[config.mk]
export PLATFORM = sky130hd
export DESIGN_NAME = irq_top
export DESIGN_NICKNAME = d
export VERILOG_FILES = /design/src/logic/irq_pkg.sv /design/src/logic/sleep_pkg.sv /design/src/logic/irq_sampler.sv /design/src/logic/irq_arbiter.sv /design/src/logic/irq_issue.sv /design/src/logic/sleep_ctrl.sv /design/src/logic/irq_top.sv
export VERILOG_INCLUDE_DIRS = /design/src /design/src/include
export SDC_FILE = /design/constraint.sdc
export NUM_CORES = 1
export LEC_CHECK = 0
export BUFFER_PORTS_ARGS = -buffer_cell sky130_fd_sc_hd__buf_2
export CELL_PAD_IN_SITES_DETAIL_PLACEMENT = 0
export CELL_PAD_IN_SITES_GLOBAL_PLACEMENT = 1
export CORE_AREA = 5 5 83 85
export DETAILED_ROUTE_END_ITERATION = 6
export DIE_AREA = 0 0 88 90
export PLACE_DENSITY = 0.79
export SLEW_MARGIN = 10
export SYNTH_ARGS = -nofsm -noshare
export SYNTH_HDL_FRONTEND = slang
export SYNTH_SLANG_ARGS = --single-unit
[constraint.sdc]
create_clock -name clk_i -period 1.8 [get_ports clk_i]
set_clock_uncertainty 0.2 [all_clocks]
set_input_delay 0.09 -clock clk_i [delete_from_list [all_inputs] [get_ports clk_i]]
set_output_delay 0.09 -clock clk_i [all_outputs]
set_load 0.05 [all_outputs]
[src/include/irq_consts.svh]
/*
 * Interrupt and sleep unit constants: request line count,
 * implemented line mask, interrupt id width and WFI sleep delay
 */
`ifndef IRQ_CONSTS_SVH
`define IRQ_CONSTS_SVH

// Number of interrupt request lines
`define IRQ_NUM 32

// Implemented lines are 31..16, 11, 7 and 3
`define IRQ_VALID_MASK 32'hffff_0888

// Width of an interrupt id
`define IRQ_ID_W 5

// Cycles from WFI strobe to the earliest core sleep
`define WFI_SLEEP_DELAY 2
`define SLP_CNT_W 2

`endif

[src/logic/irq_pkg.sv]
/*
 * Interrupt types: privilege level, pending vectors passed
 * from the sampler and the registered arbitration result
 */
package irq_pkg;

  `include "irq_consts.svh"

  // Privilege level, RISC-V encoding
  typedef enum logic [1:0] {
    PRIV_U = 2'b00,
    PRIV_M = 2'b11
  } priv_lvl_e;

  // Registered requests and the subset that is enabled in mie
  typedef struct packed {
    logic [`IRQ_NUM-1:0] mip;
    logic [`IRQ_NUM-1:0] pend_en;
  } irq_pend_t;

  // Winning interrupt of the arbiter
  typedef struct packed {
    logic                 valid;
    logic [`IRQ_ID_W-1:0] id;
  } irq_req_t;

endpackage

[src/logic/sleep_pkg.sv]
/*
 * Sleep types: WFI state encoding and the wake-cause vector
 */
package sleep_pkg;

  typedef enum logic [1:0] {
    SLP_RUN   = 2'b00,
    SLP_WAIT  = 2'b01,
    SLP_SLEEP = 2'b10
  } sleep_state_e;

  // One bit per source that can end a WFI
  typedef struct packed {
    logic irq;
    logic debug;
    logic nmi;
  } wake_cause_t;

endpackage

[src/logic/irq_sampler.sv]
/*
 * Interrupt sampler, first stage
 * Registers the request lines into mip, drops reserved lines
 * and forms the pending-and-enabled vector
 */
`timescale 1ns/1ps
`include "irq_consts.svh"

module irq_sampler (
  input  logic                clk_i,
  input  logic                rst_ni,
  input  logic [`IRQ_NUM-1:0] irq_i,
  input  logic [`IRQ_NUM-1:0] mie_i,
  output irq_pkg::irq_pend_t  pend_o
);

  localparam logic [`IRQ_NUM-1:0] valid_mask = `IRQ_VALID_MASK;

  logic [`IRQ_NUM-1:0] mip_q;

  // Reserved lines never reach the pending register
  always_ff @(posedge clk_i or negedge rst_ni) begin
    if (!rst_ni) begin
      mip_q <= '0;
    end else begin
      mip_q <= irq_i & valid_mask;
    end
  end

  // mie is applied live, not registered
  assign pend_o.mip     = mip_q;
  assign pend_o.pend_en = mip_q & mie_i;

  a_mip_not_reserved: assert property (
    @(posedge clk_i) disable iff (!rst_ni)
    (pend_o.mip & ~valid_mask) == '0
  ) else $error("mip has a reserved line set: %h", pend_o.mip);

endmodule

[src/logic/irq_arbiter.sv]
/*
 * Interrupt arbiter, second stage
 * Fixed priority over the implemented lines: 31 down to 16,
 * then 11, 3 and 7. The winner is registered
 */
`timescale 1ns/1ps
`include "irq_consts.svh"

module irq_arbiter (
  input  logic               clk_i,
  input  logic               rst_ni,
  input  irq_pkg::irq_pend_t pend_i,
  output irq_pkg::irq_req_t  req_o
);

  import irq_pkg::*;

  localparam logic [`IRQ_NUM-1:0]  valid_mask = `IRQ_VALID_MASK;

  // Standard machine interrupt ids
  localparam logic [`IRQ_ID_W-1:0] id_mei = 11;
  localparam logic [`IRQ_ID_W-1:0] id_msi = 3;
  localparam logic [`IRQ_ID_W-1:0] id_mti = 7;

  irq_req_t req_d;
  irq_req_t req_q;

  // ------------------------------------------------------------------
  // Priority encoder
  // ------------------------------------------------------------------
  // Lowest priority is assigned first, later matches override
  always_comb begin
    req_d = '0;
    if (pend_i.pend_en[id_mti]) begin
      req_d.valid = 1'b1;
      req_d.id    = id_mti;
    end
    if (pend_i.pend_en[id_msi]) begin
      req_d.valid = 1'b1;
      req_d.id    = id_msi;
    end
    if (pend_i.pend_en[id_mei]) begin
      req_d.valid = 1'b1;
      req_d.id    = id_mei;
    end
    // Platform lines, highest index wins
    for (int i = 16; i < `IRQ_NUM; i++) begin
      if (pend_i.pend_en[i]) begin
        req_d.valid = 1'b1;
        req_d.id    = i[`IRQ_ID_W-1:0];
      end
    end
  end

  always_ff @(posedge clk_i or negedge rst_ni) begin
    if (!rst_ni) begin
      req_q <= '0;
    end else begin
      req_q <= req_d;
    end
  end

  assign req_o = req_q;

  a_id_implemented: assert property (
    @(posedge clk_i) disable iff (!rst_ni)
    req_o.valid |-> valid_mask[req_o.id]
  ) else $error("Arbiter selected reserved id %0d", req_o.id);

endmodule

[src/logic/irq_issue.sv]
/*
 * Interrupt issue, third stage
 * Applies the global enable for the current privilege level
 * and emits a one-cycle acknowledge with the winning id
 */
`timescale 1ns/1ps
`include "irq_consts.svh"

module irq_issue (
  input  logic                 clk_i,
  input  logic                 rst_ni,
  input  irq_pkg::irq_req_t    req_i,
  input  logic                 mstatus_mie_i,
  input  irq_pkg::priv_lvl_e   priv_lvl_i,
  output logic                 irq_ack_o,
  output logic [`IRQ_ID_W-1:0] irq_id_o
);

  import irq_pkg::*;

  logic glob_en;
  logic ack_d;

  // U mode is always interruptible by machine interrupts
  assign glob_en = ((priv_lvl_i == PRIV_M) && mstatus_mie_i) || (priv_lvl_i == PRIV_U);

  // No ack two cycles in a row, a held request alternates
  assign ack_d = req_i.valid && glob_en && !irq_ack_o;

  always_ff @(posedge clk_i or negedge rst_ni) begin
    if (!rst_ni) begin
      irq_ack_o <= 1'b0;
    end else begin
      irq_ack_o <= ack_d;
    end
  end

  always_ff @(posedge clk_i) begin
    irq_id_o <= req_i.id;
  end

  a_ack_pulse: assert property (
    @(posedge clk_i) disable iff (!rst_ni)
    irq_ack_o |=> !irq_ack_o
  ) else $error("irq_ack_o held for more than one cycle");

  a_ack_mmode_mie: assert property (
    @(posedge clk_i) disable iff (!rst_ni)
    irq_ack_o && $past(priv_lvl_i == PRIV_M) |-> $past(mstatus_mie_i)
  ) else $error("Acknowledge in M mode with mstatus.mie clear");

endmodule

[src/logic/sleep_ctrl.sv]
/*
 * WFI sleep controller
 * Enters WAIT on a WFI strobe, raises core sleep after the fixed
 * delay once the bus has been idle for two cycles, and wakes on
 * an enabled pending interrupt, a debug request or an NMI
 */
`timescale 1ns/1ps
`include "irq_consts.svh"

module sleep_ctrl (
  input  logic               clk_i,
  input  logic               rst_ni,
  input  irq_pkg::irq_pend_t pend_i,
  input  logic               wfi_i,
  input  logic               bus_idle_i,
  input  logic               debug_req_i,
  input  logic               nmi_i,
  output logic               core_sleep_o
);

  import sleep_pkg::*;

  localparam logic [`SLP_CNT_W-1:0] delay = `WFI_SLEEP_DELAY;

  sleep_state_e         state_q, state_d;
  logic [`SLP_CNT_W-1:0] cnt_q, cnt_d;
  logic                 bus_idle_q;
  logic                 sleep_q, sleep_d;
  wake_cause_t          wake;
  logic                 wake_any;
  logic                 idle_ok;
  logic                 delay_done;

  assign wake.irq   = |pend_i.pend_en;
  assign wake.debug = debug_req_i;
  assign wake.nmi   = nmi_i;
  assign wake_any   = |wake;

  // Bus must be idle in this cycle and the one before
  assign idle_ok    = bus_idle_i && bus_idle_q;
  assign delay_done = (cnt_q + 1'b1 >= delay);

  // ------------------------------------------------------------------
  // Next state
  // ------------------------------------------------------------------
  always_comb begin
    state_d = state_q;
    cnt_d   = cnt_q;
    sleep_d = sleep_q;
    case (state_q)
      SLP_RUN: begin
        // A WFI with a wake cause already present is a no-op
        if (wfi_i && !wake_any) begin
          state_d = SLP_WAIT;
          cnt_d   = '0;
        end
      end
      SLP_WAIT: begin
        if (wake_any) begin
          state_d = SLP_RUN;
        end else if (delay_done && idle_ok) begin
          state_d = SLP_SLEEP;
          sleep_d = 1'b1;
        end else if (cnt_q != delay) begin
          cnt_d = cnt_q + 1'b1;
        end
      end
      SLP_SLEEP: begin
        if (wake_any) begin
          state_d = SLP_RUN;
          sleep_d = 1'b0;
        end
      end
      default: begin
        state_d = SLP_RUN;
        sleep_d = 1'b0;
      end
    endcase
  end

  always_ff @(posedge clk_i or negedge rst_ni) begin
    if (!rst_ni) begin
      state_q    <= SLP_RUN;
      cnt_q      <= '0;
      bus_idle_q <= 1'b0;
      sleep_q    <= 1'b0;
    end else begin
      state_q    <= state_d;
      cnt_q      <= cnt_d;
      bus_idle_q <= bus_idle_i;
      sleep_q    <= sleep_d;
    end
  end

  assign core_sleep_o = sleep_q;

  a_no_sleep_in_run: assert property (
    @(posedge clk_i) disable iff (!rst_ni)
    core_sleep_o |-> state_q != SLP_RUN
  ) else $error("core_sleep_o high while in RUN");

  a_wake_ends_sleep: assert property (
    @(posedge clk_i) disable iff (!rst_ni)
    wake_any |=> !core_sleep_o
  ) else $error("core_sleep_o high after a wake cause");

endmodule

[src/logic/irq_top.sv]
/*
 * Interrupt and sleep unit top level
 * Chains sampler, arbiter and issue stage and runs the WFI
 * sleep controller from the same pending vector
 */
`timescale 1ns/1ps
`include "irq_consts.svh"

module irq_top (
  input  logic                 clk_i,
  input  logic                 rst_ni,
  input  logic [`IRQ_NUM-1:0]  irq_i,
  input  logic [`IRQ_NUM-1:0]  mie_i,
  input  logic                 mstatus_mie_i,
  input  irq_pkg::priv_lvl_e   priv_lvl_i,
  input  logic                 wfi_i,
  input  logic                 bus_idle_i,
  input  logic                 debug_req_i,
  input  logic                 nmi_i,
  output logic [`IRQ_NUM-1:0]  mip_o,
  output logic                 irq_ack_o,
  output logic [`IRQ_ID_W-1:0] irq_id_o,
  output logic                 core_sleep_o
);

  import irq_pkg::*;

  irq_pend_t pend;
  irq_req_t  req;

  // ------------------------------------------------------------------
  // Interrupt pipeline
  // ------------------------------------------------------------------
  irq_sampler u_irq_sampler (
    .clk_i  (clk_i),
    .rst_ni (rst_ni),
    .irq_i  (irq_i),
    .mie_i  (mie_i),
    .pend_o (pend)
  );

  irq_arbiter u_irq_arbiter (
    .clk_i  (clk_i),
    .rst_ni (rst_ni),
    .pend_i (pend),
    .req_o  (req)
  );

  irq_issue u_irq_issue (
    .clk_i         (clk_i),
    .rst_ni        (rst_ni),
    .req_i         (req),
    .mstatus_mie_i (mstatus_mie_i),
    .priv_lvl_i    (priv_lvl_i),
    .irq_ack_o     (irq_ack_o),
    .irq_id_o      (irq_id_o)
  );

  // ------------------------------------------------------------------
  // Sleep control
  // ------------------------------------------------------------------
  sleep_ctrl u_sleep_ctrl (
    .clk_i        (clk_i),
    .rst_ni       (rst_ni),
    .pend_i       (pend),
    .wfi_i        (wfi_i),
    .bus_idle_i   (bus_idle_i),
    .debug_req_i  (debug_req_i),
    .nmi_i        (nmi_i),
    .core_sleep_o (core_sleep_o)
  );

  assign mip_o = pend.mip;

endmodule

==> out/qor.txt <==
final setup fails - 2
Final Hold Fails - 0
Tmin final - 1820 ps
initial antenna violation count - 0
slew of the pin with the lowest slew margin - 709 ps
CP Capture Type - flop
Netlist cell types - 35
Synth Cell Area - 1480 µm²
area fraction in compound gates after synthesis - 0.178
Startpoint Class - flop
post-layout net count - 328
# DRC - 0
Longest Clk Path Bufs - 2
Gate Count Post-Synth - 126
Initial Util - 0.241
CP Data Required Time - 1820 ps
peak supply drop - 0.482 mV
Slew Viols, Final - 0
Total Routed Length - 4180 µm
max-cap viol count - 0
Sequential cell area - 925 µm²
Fmax - 549 MHz
Power Density - 770 nW/µm²
Layout fillers - 585
hold_ws - 13.4 ps
Setup CP Type - reg2reg
final worst setup slack - -21.5 ps
core footprint - 6130 µm²
Util after Layout - 0.416
first-pass GRT wire length - 6820 µm
total clock sinks - 37
multiplexer area fraction after synthesis - 0
placer congestion estimate - 0.696
CTS tree - done
WP data arrival - 1840 ps
period utilization - 1.01
Clk Latency, worst-skew pair - 270 ps
IO Pins - 112
Yosys reg bits - 37
Hold WC Path Type - in2reg
violated checks - negative setup slack
Post-DRT Antenna Nets - 0
area occupied by multi-input gates - 582 µm²
Post-Synth Adder-Cell Area - 0.00846
crit path max fanout - 4
DRT iter0 DRCs - 41
root buffer cell - clkbuf_8
register clock-pin slew on the reported worst setup and hold paths - 70 ps
vias in the first global route - 1500
# port buffers - 72
Via density - 4.34
outcome - finished, violations left
synthesized area per cell - 11.7 µm²
# rows - 29
worst rel slew slack - 0.527
detailed-route via count - 1440
register area share after synthesis - 0.609
die area - 7920 µm²
most common cell after layout, fill and taps aside - buf_2
share of cells above drive strength 1 - 0.494
ant diodes - 0
Overflow after GRT - 0
total clock buffers created by CTS - 5
Synthesis Warnings - 0
Area Overhead vs Synth - 72.6%
Static Leak - 1.15 nW
post-synthesis simple-gate area fraction - 0.126
H-tree Lvls - 2
post-synthesis xor/xnor area fraction - 0
HPWL Detailed - 3010 µm
Die Y - 90 µm
die width - 88 µm
largest family of logic cells by synthesized area - compound AO/OA/AOI/OAI gates
Routed wire per std cell - 12.6 µm
RSZ-0062 raised after global routing - true
largest net degree at the start of global routing - 33
most frequent cells in the layout - buf_2, dlygate4sd3_1, dfrtp_2, buf_4
Tot GR Track Use - 0.109
Detailed Routing Iterations Pass 1 - 5
-- metrics by stage --
| step | setup slack [ps] | area (µm²) | total power [mW] | TNS, ps | instances |
|---|---|---|---|---|---|
| 2_1_floorplan | -199 | 1590 | 1.19 | -519 | 138 |
| 3_3_place_gp | -6.00 | 2010 | 1.31 | -6.00 | 282 |
| 3_5_place_dp | 5.95 | 2010 | 1.32 | 0 | 282 |
| 4_1_cts | 0.247 | 2490 | 1.98 | 0 | 329 |
| 5_1_grt | -112 | 2550 | 2.06 | -226 | 332 |
| 6_report | -21.5 | 2550 | 1.96 | -39.9 | 332 |
-- logic make-up after synthesis --
logic type               Yosys count
AO/OA/AOI/OAI                     35
adder cells (fa/ha/maj)            1
buffers and inverters             17
flip-flops                        37
other                              1
AND/OR/NAND/NOR                   35
-- repair_timing --
action	in CTS	in global routing
pin swaps	2	12
gates resized for setup	1	10
hold buffers	37	0
endpoints found under the setup margin	2	8
buffers inserted	2	6
endpoints found under the hold margin	61	0
-- layer usage --
| metal | up-vias | global-route usage | routed length [µm] |
|---|---|---|---|
| met5 | - | 0 | 0 |
| met2 | 61 | 0.190 | 2130 |
| met1 | 669 | 0.124 | 1610 |
| li1 | 701 | - | - |
| met4 | 0 | 0.0409 | 96 |
| met3 | 9 | 0.0302 | 335 |
-- path summary, 6_finish.rpt --
kind | startpoint | to | slack, ps | cells after the start
setup / recovery | u_sleep_ctrl.cnt_q[0] | u_sleep_ctrl.cnt_q[1] | -20 | 6
hold / removal | mie_i[22] | u_irq_arbiter.req_o[0] | 10 | 4
setup reg to reg | u_sleep_ctrl.cnt_q[0] | u_sleep_ctrl.cnt_q[1] | -20 | 6
hold reg to reg | u_irq_arbiter.req_o[3] | u_irq_issue.irq_id_o[3] | 140 | 0
max in group asynchronous | rst_ni | u_irq_sampler.mip_q[11] | 690 | 2
min in group asynchronous | rst_ni | u_irq_sampler.mip_q[25] | 210 | 2
-- state kept, by name, summed over array words and instances, names as in the netlist --
| signal | count |
|---|---|
| u_sleep_ctrl.bus_idle_q | 1 |
| u_irq_arbiter.req_o | 6 |
| u_sleep_ctrl.cnt_q | 2 |
| u_irq_sampler.mip_q | 19 |
| u_sleep_ctrl.state_q | 2 |
| u_irq_issue.irq_id_o | 5 |
| u_sleep_ctrl.core_sleep_o | 1 |
| u_irq_issue.irq_ack_o | 1 |
-- critical path: stages (launching register included) --
cell	delay, ps
dfrtp_1	340
inv_1	50
ha_1	280
nand4b_1	200
nand4_4	130
or4_4	490
nand3_2	70
-- cell type report --
class                   instances  share of cell area
repair buffers                123               0.332
flip-flops and latches         37               0.362
well taps                      77              0.0377
inverters                       3             0.00441
clock buffers                   8              0.0353
multi-input cells              84               0.228
-- synthesized netlist by cell type --
master     n  area share
a21boi_0   2       0.010
a21oi_1    4       0.014
a221oi_1   3       0.018
a222oi_1   2       0.014
a22o_1     1      0.0059
a22oi_1    9       0.046
a31oi_1    1      0.0042
a32o_1     1      0.0068
a32oi_1    2       0.012
and3b_1    1      0.0059
buf_4     13       0.066
clkbuf_1   1      0.0025
conb_1     1      0.0025
dfrtp_1   32        0.54
dfxtp_1    5       0.068
ha_1       1      0.0085
inv_1      3      0.0076
nand2_1   13       0.033
nand3_1    6       0.020
nand4_1    2      0.0085
nand4_2    1      0.0085
nand4b_1   1      0.0059
nor2_1     2      0.0051
nor2b_1    1      0.0042
nor3_1     2      0.0068
o211ai_1   1      0.0051
o21ai_0    3       0.010
o21ba_2    1      0.0068
o21bai_1   1      0.0051
o31ai_1    3       0.015
o32ai_1    1      0.0059
or2_2      1      0.0042
or2b_1     1      0.0051
or3_1      2      0.0085
or4_1      2       0.010
-- where the power goes --
group	switching [mW]	internal (mW)
clock network	0.265	0.312
logic	0.298	0.184
registers	0.0268	0.879
total	0.590	1.37
(Power assumes the default switching activity.)
